## src/rtl/menu_settings.svh

```systemverilog
`ifndef MENU_SETTINGS_SVH
`define MENU_SETTINGS_SVH

// LCD geometry, two lines of 16 characters
`define LCD_LINE_CHARS 16
`define LCD_CHARS 32

// Field widths
`define LCD_ADDR_W 5
`define CHAR_W 8
`define MENU_ID_W 5
`define RAM_SEL_W 2

// Multi-bank RAM codes
`define RAM_SEL_MENU 2'd0
`define RAM_SEL_LOCAL 2'd2

// Menu pages stored in the menu bank
`define MENU_TITLE_MAIN 5'd0
`define MENU_OPTION_DISPLAY_LOCAL 5'd3
`define MENU_OPTION_CLEAR_LOCAL_RAM 5'd5
`define MENU_OPTION_I2C_ACTIONS 5'd6
`define MENU_TITLE_I2C_ACTIONS 5'd7
`define MENU_TITLE_ARE_YOU_SURE 5'd8
`define MENU_OPTION_YES 5'd9
`define MENU_OPTION_NO 5'd10
`define MENU_OPTION_WRITE_TO_REMOTE 5'd11
`define MENU_OPTION_READ_FROM_REMOTE 5'd12
`define MENU_TITLE_STATUS 5'd14
`define MENU_STATUS_WRITING 5'd15
`define MENU_STATUS_ACTION_COMPLETE 5'd16

`endif

```

## src/rtl/menuPkg.sv

```systemverilog
`default_nettype none

`include "menu_settings.svh"

package menuPkg;

	// Character address on the LCD or in a RAM bank
	typedef logic [`LCD_ADDR_W-1:0] lcdAddr_t;
	// Character code
	typedef logic [`CHAR_W-1:0] lcdChar_t;
	// Page identifier inside the menu bank
	typedef logic [`MENU_ID_W-1:0] menuId_t;
	// RAM bank code
	typedef logic [`RAM_SEL_W-1:0] ramSel_t;

	// Menu sequencer states
	typedef enum logic [3:0] {
		refreshTitle,
		refreshOption,
		waitCopy,
		waitSelection,
		showLocal,
		waitReturn,
		clearConfirm,
		clearRam,
		remoteStart,
		remoteWait
	} navState_t;

endpackage

`default_nettype wire

```

## src/rtl/lcdCopyIf.sv

```systemverilog
`timescale 1ns/10ps
`default_nettype none

interface lcdCopyIf
	import menuPkg::*;
();

	// One-cycle request and completion pulses
	logic start;
	logic done;
	// Copy range, held from start until done
	ramSel_t ramSel;
	menuId_t menuSel;
	lcdAddr_t firstAddr;
	lcdAddr_t lastAddr;

	// Menu FSM side
	modport sequencer (output start, ramSel, menuSel, firstAddr, lastAddr, input done);

	// Copy engine side
	modport engine (input start, ramSel, menuSel, firstAddr, lastAddr, output done);

endinterface

`default_nettype wire

```

## src/rtl/lcdRefresher.sv

```systemverilog
`timescale 1ns/10ps
`default_nettype none

module lcdRefresher
	import menuPkg::*;
(
	input logic clk,
	input logic rst,
	lcdCopyIf.engine copy,
	output lcdAddr_t ramAddr,
	output lcdAddr_t lcdAddr,
	output logic lcdWrite
);

	// Copy in flight
	logic busy;
	// Low for the setup cycle, high for the write cycle
	logic writePhase;
	// Range accepted this cycle
	logic loadRange;
	// Last character of the range being written
	logic lastChar;

	assign loadRange = !busy && copy.start;
	assign lastChar = lcdAddr == copy.lastAddr;

	// RAM data settles during setup, LCD latches it in the write cycle
	assign lcdWrite = busy && writePhase;

	//////////////////////////////////////////////////////////////////////
	// Phase control
	//////////////////////////////////////////////////////////////////////
	always_ff @(posedge clk)
	begin
		if (rst)
		begin
			busy <= 1'b0;
			writePhase <= 1'b0;
			copy.done <= 1'b0;
		end
		else
		begin
			copy.done <= 1'b0;
			if (loadRange)
			begin
				busy <= 1'b1;
				writePhase <= 1'b0;
			end
			else if (busy)
			begin
				// Alternate setup and write
				writePhase <= !writePhase;
				// Finish after writing the last address
				if (writePhase && lastChar)
				begin
					busy <= 1'b0;
					copy.done <= 1'b1;
				end
			end
		end
	end

	//////////////////////////////////////////////////////////////////////
	// Address walk
	//////////////////////////////////////////////////////////////////////
	always_ff @(posedge clk)
	begin
		// RAM side always starts at character 0
		if (loadRange)
		begin
			ramAddr <= '0;
			lcdAddr <= copy.firstAddr;
		end
		// Step both after each write except the last
		else if (lcdWrite && !lastChar)
		begin
			ramAddr <= ramAddr + 1'b1;
			lcdAddr <= lcdAddr + 1'b1;
		end
	end

endmodule

`default_nettype wire

```

## src/rtl/menuNavigator.sv

```systemverilog
`timescale 1ns/10ps
`default_nettype none

`include "menu_settings.svh"

module menuNavigator
	import menuPkg::*;
(
	input logic clk,
	input logic rst,
	lcdCopyIf.sequencer copy,
	input logic rotaryEvent,
	input logic rotaryLeft,
	input logic rotaryBtn,
	input logic menuBtn,
	input logic remoteDone,
	output logic ramClear,
	output logic remoteEnable,
	output logic remoteRw
);

	navState_t state;
	// State to enter once the running copy is done
	navState_t afterCopy;
	// Page shown on the option line
	menuId_t option;
	// Copy engine still working, tracked across menu button presses
	logic copyBusy;

	//////////////////////////////////////////////////////////////////////
	// Page tables
	//////////////////////////////////////////////////////////////////////

	// Title line belonging to each option page
	function automatic menuId_t titleOf(input menuId_t opt);
		case (opt)
			`MENU_OPTION_YES, `MENU_OPTION_NO:
				titleOf = `MENU_TITLE_ARE_YOU_SURE;
			`MENU_OPTION_WRITE_TO_REMOTE, `MENU_OPTION_READ_FROM_REMOTE:
				titleOf = `MENU_TITLE_I2C_ACTIONS;
			`MENU_STATUS_WRITING, `MENU_STATUS_ACTION_COMPLETE:
				titleOf = `MENU_TITLE_STATUS;
			default:
				titleOf = `MENU_TITLE_MAIN;
		endcase
	endfunction

	// Neighbour of an option for one knob step
	function automatic menuId_t stepOption(input menuId_t opt, input logic left);
		case (opt)
			// Main ring, left goes forward
			`MENU_OPTION_DISPLAY_LOCAL:
				stepOption = left ? `MENU_OPTION_CLEAR_LOCAL_RAM : `MENU_OPTION_I2C_ACTIONS;
			`MENU_OPTION_CLEAR_LOCAL_RAM:
				stepOption = left ? `MENU_OPTION_I2C_ACTIONS : `MENU_OPTION_DISPLAY_LOCAL;
			`MENU_OPTION_I2C_ACTIONS:
				stepOption = left ? `MENU_OPTION_DISPLAY_LOCAL : `MENU_OPTION_CLEAR_LOCAL_RAM;
			// Two-entry pages swap either way
			`MENU_OPTION_YES:
				stepOption = `MENU_OPTION_NO;
			`MENU_OPTION_NO:
				stepOption = `MENU_OPTION_YES;
			`MENU_OPTION_WRITE_TO_REMOTE:
				stepOption = `MENU_OPTION_READ_FROM_REMOTE;
			`MENU_OPTION_READ_FROM_REMOTE:
				stepOption = `MENU_OPTION_WRITE_TO_REMOTE;
			default:
				stepOption = opt;
		endcase
	endfunction

	//////////////////////////////////////////////////////////////////////
	// Copy engine occupancy
	//////////////////////////////////////////////////////////////////////
	always_ff @(posedge clk)
	begin
		// Mirrors the engine, which the menu button leaves running
		if (rst)
			copyBusy <= 1'b0;
		else if (copy.start)
			copyBusy <= 1'b1;
		else if (copy.done)
			copyBusy <= 1'b0;
	end

	//////////////////////////////////////////////////////////////////////
	// Menu FSM
	//////////////////////////////////////////////////////////////////////
	always_ff @(posedge clk)
	begin
		if (rst || menuBtn)
		begin
			state <= refreshTitle;
			afterCopy <= refreshOption;
			option <= `MENU_OPTION_DISPLAY_LOCAL;
			copy.start <= 1'b0;
			copy.ramSel <= `RAM_SEL_MENU;
			ramClear <= 1'b0;
			remoteEnable <= 1'b0;
			remoteRw <= 1'b0;
		end
		else
		begin
			copy.start <= 1'b0;
			ramClear <= 1'b0;
			// Remote done is taken in any state while enabled
			if (remoteEnable && remoteDone)
				remoteEnable <= 1'b0;
			case (state)
				refreshTitle:
					if (!copyBusy)
					begin
						copy.start <= 1'b1;
						copy.ramSel <= `RAM_SEL_MENU;
						copy.menuSel <= titleOf(option);
						copy.firstAddr <= '0;
						copy.lastAddr <= lcdAddr_t'(`LCD_LINE_CHARS - 1);
						afterCopy <= refreshOption;
						state <= waitCopy;
					end
				refreshOption:
					if (!copyBusy)
					begin
						copy.start <= 1'b1;
						copy.ramSel <= `RAM_SEL_MENU;
						copy.menuSel <= option;
						copy.firstAddr <= lcdAddr_t'(`LCD_LINE_CHARS);
						copy.lastAddr <= lcdAddr_t'(`LCD_CHARS - 1);
						// Writing page waits on the remote side, not the user
						afterCopy <= (option == `MENU_STATUS_WRITING) ? remoteWait : waitSelection;
						state <= waitCopy;
					end
				waitCopy:
					if (copy.done)
						state <= afterCopy;
				waitSelection:
					if (rotaryBtn)
					begin
						case (option)
							`MENU_OPTION_DISPLAY_LOCAL:
								state <= showLocal;
							`MENU_OPTION_CLEAR_LOCAL_RAM:
								state <= clearConfirm;
							`MENU_OPTION_I2C_ACTIONS:
							begin
								option <= `MENU_OPTION_WRITE_TO_REMOTE;
								state <= refreshTitle;
							end
							`MENU_OPTION_YES:
								state <= clearRam;
							`MENU_OPTION_WRITE_TO_REMOTE:
							begin
								remoteRw <= 1'b0;
								state <= remoteStart;
							end
							`MENU_OPTION_READ_FROM_REMOTE:
							begin
								remoteRw <= 1'b1;
								state <= remoteStart;
							end
							// NO and action complete go back to the main ring
							default:
							begin
								option <= `MENU_OPTION_DISPLAY_LOCAL;
								state <= refreshTitle;
							end
						endcase
					end
					else if (rotaryEvent && option != `MENU_STATUS_ACTION_COMPLETE)
					begin
						option <= stepOption(option, rotaryLeft);
						state <= refreshTitle;
					end
				showLocal:
					// Whole screen straight from the local bank
					if (!copyBusy)
					begin
						copy.start <= 1'b1;
						copy.ramSel <= `RAM_SEL_LOCAL;
						copy.firstAddr <= '0;
						copy.lastAddr <= lcdAddr_t'(`LCD_CHARS - 1);
						afterCopy <= waitReturn;
						state <= waitCopy;
					end
				waitReturn:
					if (rotaryBtn)
					begin
						option <= `MENU_OPTION_DISPLAY_LOCAL;
						state <= refreshTitle;
					end
				clearConfirm:
				begin
					option <= `MENU_OPTION_YES;
					state <= refreshTitle;
				end
				clearRam:
				begin
					// One-cycle clear with the local bank selected
					ramClear <= 1'b1;
					copy.ramSel <= `RAM_SEL_LOCAL;
					option <= `MENU_OPTION_DISPLAY_LOCAL;
					state <= refreshTitle;
				end
				remoteStart:
				begin
					remoteEnable <= 1'b1;
					option <= `MENU_STATUS_WRITING;
					state <= refreshTitle;
				end
				remoteWait:
					// Enable already dropped by remote done
					if (!remoteEnable)
					begin
						option <= `MENU_STATUS_ACTION_COMPLETE;
						state <= refreshTitle;
					end
				default:
					state <= refreshTitle;
			endcase
		end
	end

endmodule

`default_nettype wire

```

## src/rtl/menuTop.sv

```systemverilog
`timescale 1ns/10ps
`default_nettype none

module menuTop
	import menuPkg::*;
(
	input logic clk,
	input logic rst,
	input logic rotaryEvent,
	input logic rotaryLeft,
	input logic rotaryBtn,
	input logic menuBtn,
	input logic remoteDone,
	input lcdChar_t ramDout,
	output lcdAddr_t lcdAddr,
	output lcdChar_t lcdData,
	output logic lcdWrite,
	output ramSel_t ramSel,
	output menuId_t menuSelect,
	output lcdAddr_t ramAddr,
	output logic ramClear,
	output logic remoteEnable,
	output logic remoteRw
);

	// Sequencer to copy engine link
	lcdCopyIf copyBus ();

	// Bank and page go straight to the external RAM
	assign ramSel = copyBus.ramSel;
	assign menuSelect = copyBus.menuSel;
	// RAM is read asynchronously, LCD takes its output as is
	assign lcdData = ramDout;

	//////////////////////////////////////////////////////////////////////
	// Menu FSM
	//////////////////////////////////////////////////////////////////////
	menuNavigator u_navigator (
		.clk(clk),
		.rst(rst),
		.copy(copyBus.sequencer),
		.rotaryEvent(rotaryEvent),
		.rotaryLeft(rotaryLeft),
		.rotaryBtn(rotaryBtn),
		.menuBtn(menuBtn),
		.remoteDone(remoteDone),
		.ramClear(ramClear),
		.remoteEnable(remoteEnable),
		.remoteRw(remoteRw)
	);

	//////////////////////////////////////////////////////////////////////
	// LCD copy engine
	//////////////////////////////////////////////////////////////////////
	lcdRefresher u_refresher (
		.clk(clk),
		.rst(rst),
		.copy(copyBus.engine),
		.ramAddr(ramAddr),
		.lcdAddr(lcdAddr),
		.lcdWrite(lcdWrite)
	);

endmodule

`default_nettype wire

```

## config.mk

```make
export PLATFORM = sky130hd
export DESIGN_NAME = menuTop
export DESIGN_NICKNAME = d
export VERILOG_FILES = /design/src/rtl/menuPkg.sv /design/src/rtl/lcdCopyIf.sv /design/src/rtl/lcdRefresher.sv /design/src/rtl/menuNavigator.sv /design/src/rtl/menuTop.sv
export VERILOG_INCLUDE_DIRS = /design/src /design/src/rtl
export SDC_FILE = /design/constraint.sdc
export NUM_CORES = 1
export LEC_CHECK = 0
export BUFFER_PORTS_ARGS = -buffer_cell sky130_fd_sc_hd__buf_2
export CAP_MARGIN = 15
export CELL_PAD_IN_SITES_DETAIL_PLACEMENT = 1
export CELL_PAD_IN_SITES_GLOBAL_PLACEMENT = 2
export CORE_MARGIN = 5
export CORE_UTILIZATION = 33
export DETAILED_ROUTE_END_ITERATION = 6
export HOLD_SLACK_MARGIN = 0.1
export PLACE_DENSITY_LB_ADDON = 0.1
export SETUP_SLACK_MARGIN = 0.15
export SYNTH_ARGS = -nofsm -noshare
export SYNTH_HDL_FRONTEND = slang
export SYNTH_SLANG_ARGS = --single-unit
export TNS_END_PERCENT = 5
```

## constraint.sdc

```tcl
create_clock -name clk -period 2.05 [get_ports clk]
set_input_delay 0.3075 -clock clk [delete_from_list [all_inputs] [get_ports clk]]
set_output_delay 0.3075 -clock clk [all_outputs]
set_load 0.02 [all_outputs]
```

---- Word-level counts from Yosys, hierarchy flattened ----
Index checks and enable logic that the tools add are counted.
cells by class
  reductions and logical operators ........ 40
  $add $sub $neg .......................... 2
  equal/unequal tests ..................... 33
  mux-type cells .......................... 49
  bitwise operators ....................... 3
operator list
  kind                 count
  $mux 5               12
  $mux 4               10
  $pmux 5 s2           4
  $pmux 5 s7           1
  $pmux 5 s6           1
  $eq 5x4->1 const B   5
  $pmux 4 s3           2
  $pmux 4 s5           1
  $ne 2x2->1 const B   9
  $eq 4x3->1 const B   4
  $pmux 4 s4           1
  $reduce_and 4->1     4
  $reduce_or 2->1      8
  $reduce_bool 2->1    7
  $add 5x1->5 const B  2
  $eq 5x3->1 const B   2
  $mux 1               10
  $ne 9x2->1 const B   1
  $eq 4x2->1 const B   2
  $eq 4x4->1 const B   2
  $logic_and 1x1->1    6
  $mux 2               3
  $mux 3               2
  $pmux 2 s3           1
  20 further kinds     27
word-level totals
  input bits .............................. 15
  register bits ........................... 48
  output and inout port bits .............. 29

---- Longest topological paths before layout ----
  depth in word-level cells ............... 5
  mapped depth ............................ 8

---- Cells and area by module ----
A second synthesis with hierarchy kept.
second synthesis, totals
  cell total of the unflattened synthesis .. 317
  area, all modules ....................... 2667.6 sq um
by module, submodules not included
  module         area each (sq um)  cells an instance  times used  seq. area each (sq um)
  menuNavigator  1873.0             232                1           570.5
  lcdRefresher   734.5              77                 1           310.3
  menuTop        60.1               8                  1           0.0

---- Worst setup path before layout ----
OpenSTA, ideal clock, no wires.
  path type ............................... flip-flop to flip-flop
  start point ............................. register u_navigator.option[0]
  end point ............................... register u_navigator.option[0]
  setup time .............................. 0.120 ns
  cell stages (with the launch flop) ...... 8
  data required time ...................... 1.930 ns
  data arrival time ....................... 1.641 ns
  setup slack ............................. 0.289 ns
  cell sequence ........................... dfxtp_1 buf_2 nand2b_1 a21o_1 a211o_1 a2111oi_1 o211ai_1 o31a_1
between the ends
  word-level cells in the longest chain between the ends .. 5
ends and longest elaborated chain
  what                                      line                                       RTL
  start: declaration                        menuNavigator.sv:26                        menuId_t option;
  start signal: assignment                  menuNavigator.sv:95                        option <= `MENU_OPTION_DISPLAY_LOCAL;
  start signal: assignment                  menuNavigator.sv:146                       option <= `MENU_OPTION_WRITE_TO_REMOTE;
  start signal: assignment                  menuNavigator.sv:164                       option <= `MENU_OPTION_DISPLAY_LOCAL;
  $eq 5x4->1, or another cell as far along  menuNavigator.sv:50, menuNavigator.sv:139
  $pmux 5 s7                                menuNavigator.sv:50                        case (opt)
  $mux 5                                    menuNavigator.sv:169                       else if (rotaryEvent && option != `MENU_STATUS_ACTION_COMPLETE)
  $mux 5                                    menuNavigator.sv:137                       if (rotaryBtn)
  $pmux 5 s6                                menuNavigator.sv:109                       case (state)
Several ways; a longest one is shown, not always the timed one. The select of a mux whose other input is x is not followed.
A chain may end at the register's enable or synchronous reset.

---- Worst setup path in the final report ----
  start point ............................. register u_navigator.option[2]
  end point ............................... register u_navigator.option[0]
Same word-level chain as after synthesis.

==> qor.csv <==
metric,value,unit
"Data required, critical path",2.23,ns
Chip Height,94.9,µm
post-synthesis cell type count,63,
type of the most critical hold path,input pin to flop,
final setup fails,0,
Final #Nets,343,
Max clock buf depth,2,
RePlAce Congestion,0.792,
layout cells sized above 1,25.1,%
ys async rst share,0,%
family with the most delay on the worst path,compound AO/OA/AOI/OAI gates,
crit path max-delay cell type,a2111oi_1,
Buf/Inv on CP,2,
Reg power frac,53.2,%
Clock Tree Root,clkbuf_8,
clk sink count,38,
HPWL Detailed,5.41,mm
share of the clock period used by the worst path,92.5,%
I/O Buffers,26,
GRT Total Usage,16.4,%
Worst setup SP type,flop,
die area,0.00901,mm²
I/O pins,44,
Crit Path Max Fanout,9,
VDD IR-drop max,0.265,mV
RSZ-0062 raised after global routing,yes,
Net Sw Power,407,µW
combinational share of power,12.3,%
Final Hold Fails,0,
Synthesized Nets,304,
DR pass1 iterations,4,
final worst path period need,1.90,ns
max_cap viols,0,
final slew viol count,0,
initial core utilization,33.3,%
Min Hold Slack,0.257,ns
H-tree depth,2,
# DRC,0,
total grt overflow,0,
power per cell area,552,mW/mm²
Net Sw Frac,26.1,%
internal power,1.15,mW
clock power share,34.5,%
R2R depth,7,
post-synthesis cell area,0.00238,mm²
core area,0.00714,mm²
setup bufs post-CTS,0,
Worst-path clk slew,0.08,ns
Fmax achieved,0.528,GHz
CP Cell Sequence,buf_4 > inv_1 > o21ai_1 > a211o_1 > a2111oi_1 > o211ai_1 > o31a_1,
reg2reg start,u_navigator.option[2],
RR Endpoint,u_navigator.option[0],
Main synth FF type,dfxtp_1,
Pwr Total,1.56,mW
Vias,2169,
HP Start,rst,
number of global-route vias before repair,2191,
Routed WL,6.84,mm
crit path capture type,flop,
# rows,31,
DRT antenna net count,0,
largest net degree at the start of global routing,18,
"EDFF count, synth",12,
Iter 0 DRT Violations,57,
crit-path max cell delay,0.44,ns
CTS Buf Count,5,
first-pass GRT wire length,11.4,mm
initial antenna violation count,0,
Final Instance Count excl. Fillers,426,
setup_tns,0,ns
DR WL/cell,16.1,µm
Synth Warn #,0,
clock latency on the worst-skew pair,0.29,ns
CP arrival,2.08,ns
DP Worst Slack,0.0514,ns
Hold Crit Depth,2,
clk_skew,0.00629,ns
hold endpoint,u_navigator.copyBusy,
R2R setup slack,0.15,ns
ant diodes,0,
mean post-synth cell area,8.29,µm²
vias per inst,5.09,
dpl cells,418,
Static Leak,1.18,nW
#FFs+latches synth,38,
PnR worst setup slack,0.154,ns
cells after synthesis,287,
outcome,"complete, no violations",
"Area growth, synth to finish",19.0,%
CTS tree,built,
Die Wd,94.9,µm
"Seq/Total Area, Yosys",37.0,%
critical path class,flop to flop,
## layout make-up
type                            count  area [µm²]
Fill cell                         898        4310
Sequential cell                    38         887
Timing Repair Buffer               60         385
Inverter                            9        33.8
Clock buffer                        8        90.1
Tap cell                           99         124
Multi-Input combinational cell    212        1310
## synthesized netlist by cell type, drive strengths merged (3+ instances only)
cell	number	area share, %
or2	6	1.6
nand2b	9	2.4
xnor2	4	1.5
a211oi	6	1.9
xor2	6	2.2
nor2	37	5.8
o21ai	18	3.8
a21oi	17	3.6
mux2i	5	2.1
nor4	5	1.3
a21o	4	1.3
buf	21	5.5
nand3	9	1.9
edfxtp	12	15
o211ai	4	1.3
inv	9	1.4
nor3	7	1.5
nor3b	3	1.2
nor2b	5	1.3
clkbuf	7	1.1
nand2	20	3.2
a211o	3	1.1
dfxtp	26	22
and2	3	0.79
## logic make-up (layout without fill, tap and decap cells)
logic type                 after synthesis  in the layout  synth area share, %
buffers and inverters                   37             77                 8.05
muxes                                    6              6                 2.58
and+or+nand+nor                        116            116                 24.8
DFF                                     38             38                 37.0
AOI/OAI and AO/OA                       76             76                 22.3
xor gates and xnor gates                10             10                 3.68
other                                    1              1                0.158
adders and majority gates                3              3                 1.47
## metal layers
layer | up-vias | routed length (µm) | part of all wire [%] | track usage [%]
li1 | 1103 | - | - | -
met1 | 1031 | 3210 | 47 | 21.0
met2 | 30 | 3320 | 48 | 27.8
met3 | 5 | 246 | 3.6 | 3.11
met4 | 0 | 71 | 1.0 | 4.69
met5 | - | 0 | 0 | 0
## how the worst max path moves through the flow
stage | from | end | slack, ns | depth (start not counted)
floorplan | u_navigator.option[0] | u_navigator.option[0] | 0.29 | 7
global placement | u_navigator.option[1] | u_navigator.option[3] | 0.12 | 6
detailed placement | u_navigator.option[1] | u_navigator.option[3] | 0.05 | 6
CTS | u_navigator.option[1] | u_navigator.option[3] | 0.15 | 6
global route | u_navigator.option[2] | u_navigator.option[1] | 0.08 | 6
finish | u_navigator.option[2] | u_navigator.option[0] | 0.15 | 7
## stage by stage
stage / instance area, µm² / utilization, %
5_1_grt: 2830 / 39.7
4_1_cts: 2830 / 39.6
2_1_floorplan: 2380 / -
3_3_place_gp: 2730 / 38.3
6_report: 2830 / 39.7
3_5_place_dp: 2730 / 38.3
## power groups by stage
| stage | Combinational (mW) | Sequential, mW | Clock (mW) |
|---|---|---|---|
| after global routing | 0.215 | 0.834 | 0.602 |
| final | 0.193 | 0.830 | 0.539 |
| after global placement | 0.194 | 0.848 | 0 |
| after floorplan | 0.137 | 0.860 | 0 |
| after CTS | 0.196 | 0.831 | 0.567 |
| after detailed placement | 0.195 | 0.848 | 0 |
## flip-flops by register name, indices dropped and copies added (netlist names)
signal	flops
u_navigator.copy.menuSel	5
u_navigator.option	5
u_refresher.lcdAddr	5
u_refresher.ramAddr	5
u_navigator.state	4
u_navigator.afterCopy	3
u_navigator.copy.firstAddr	1
u_navigator.copy.lastAddr	1
u_navigator.copy.ramSel	1
u_navigator.copy.start	1
u_navigator.copyBusy	1
u_navigator.ramClear	1
u_navigator.remoteEnable	1
u_navigator.remoteRw	1
u_refresher.busy	1
u_refresher.copy.done	1
u_refresher.writePhase	1
## repair_timing
action / in CTS / in global routing
hold buffers: 0 / 0
resized for setup: 5 / 1
setup endpoints to repair: 7 / 13
## layout by cell type (no fill, tap or decap), drive strengths merged, types with 3 or more instances in the layout
cell type / Yosys / routed
nor3: 7 / 7
mux2i: 5 / 5
dfxtp: 26 / 26
nor3b: 3 / 3
buf: 21 / 60
a211oi: 6 / 6
xor2: 6 / 6
nor2: 37 / 37
nor4: 5 / 5
xnor2: 4 / 4
and2: 3 / 3
a21oi: 17 / 17
nand2: 20 / 20
inv: 9 / 9
a21o: 4 / 4
a211o: 3 / 3
nor2b: 5 / 5
nand3: 9 / 9
edfxtp: 12 / 12
nand2b: 9 / 9
o21ai: 18 / 18
clkbuf: 7 / 8
or2: 6 / 6
o211ai: 4 / 4
No activity file was read; power rests on OpenSTA's default activity.
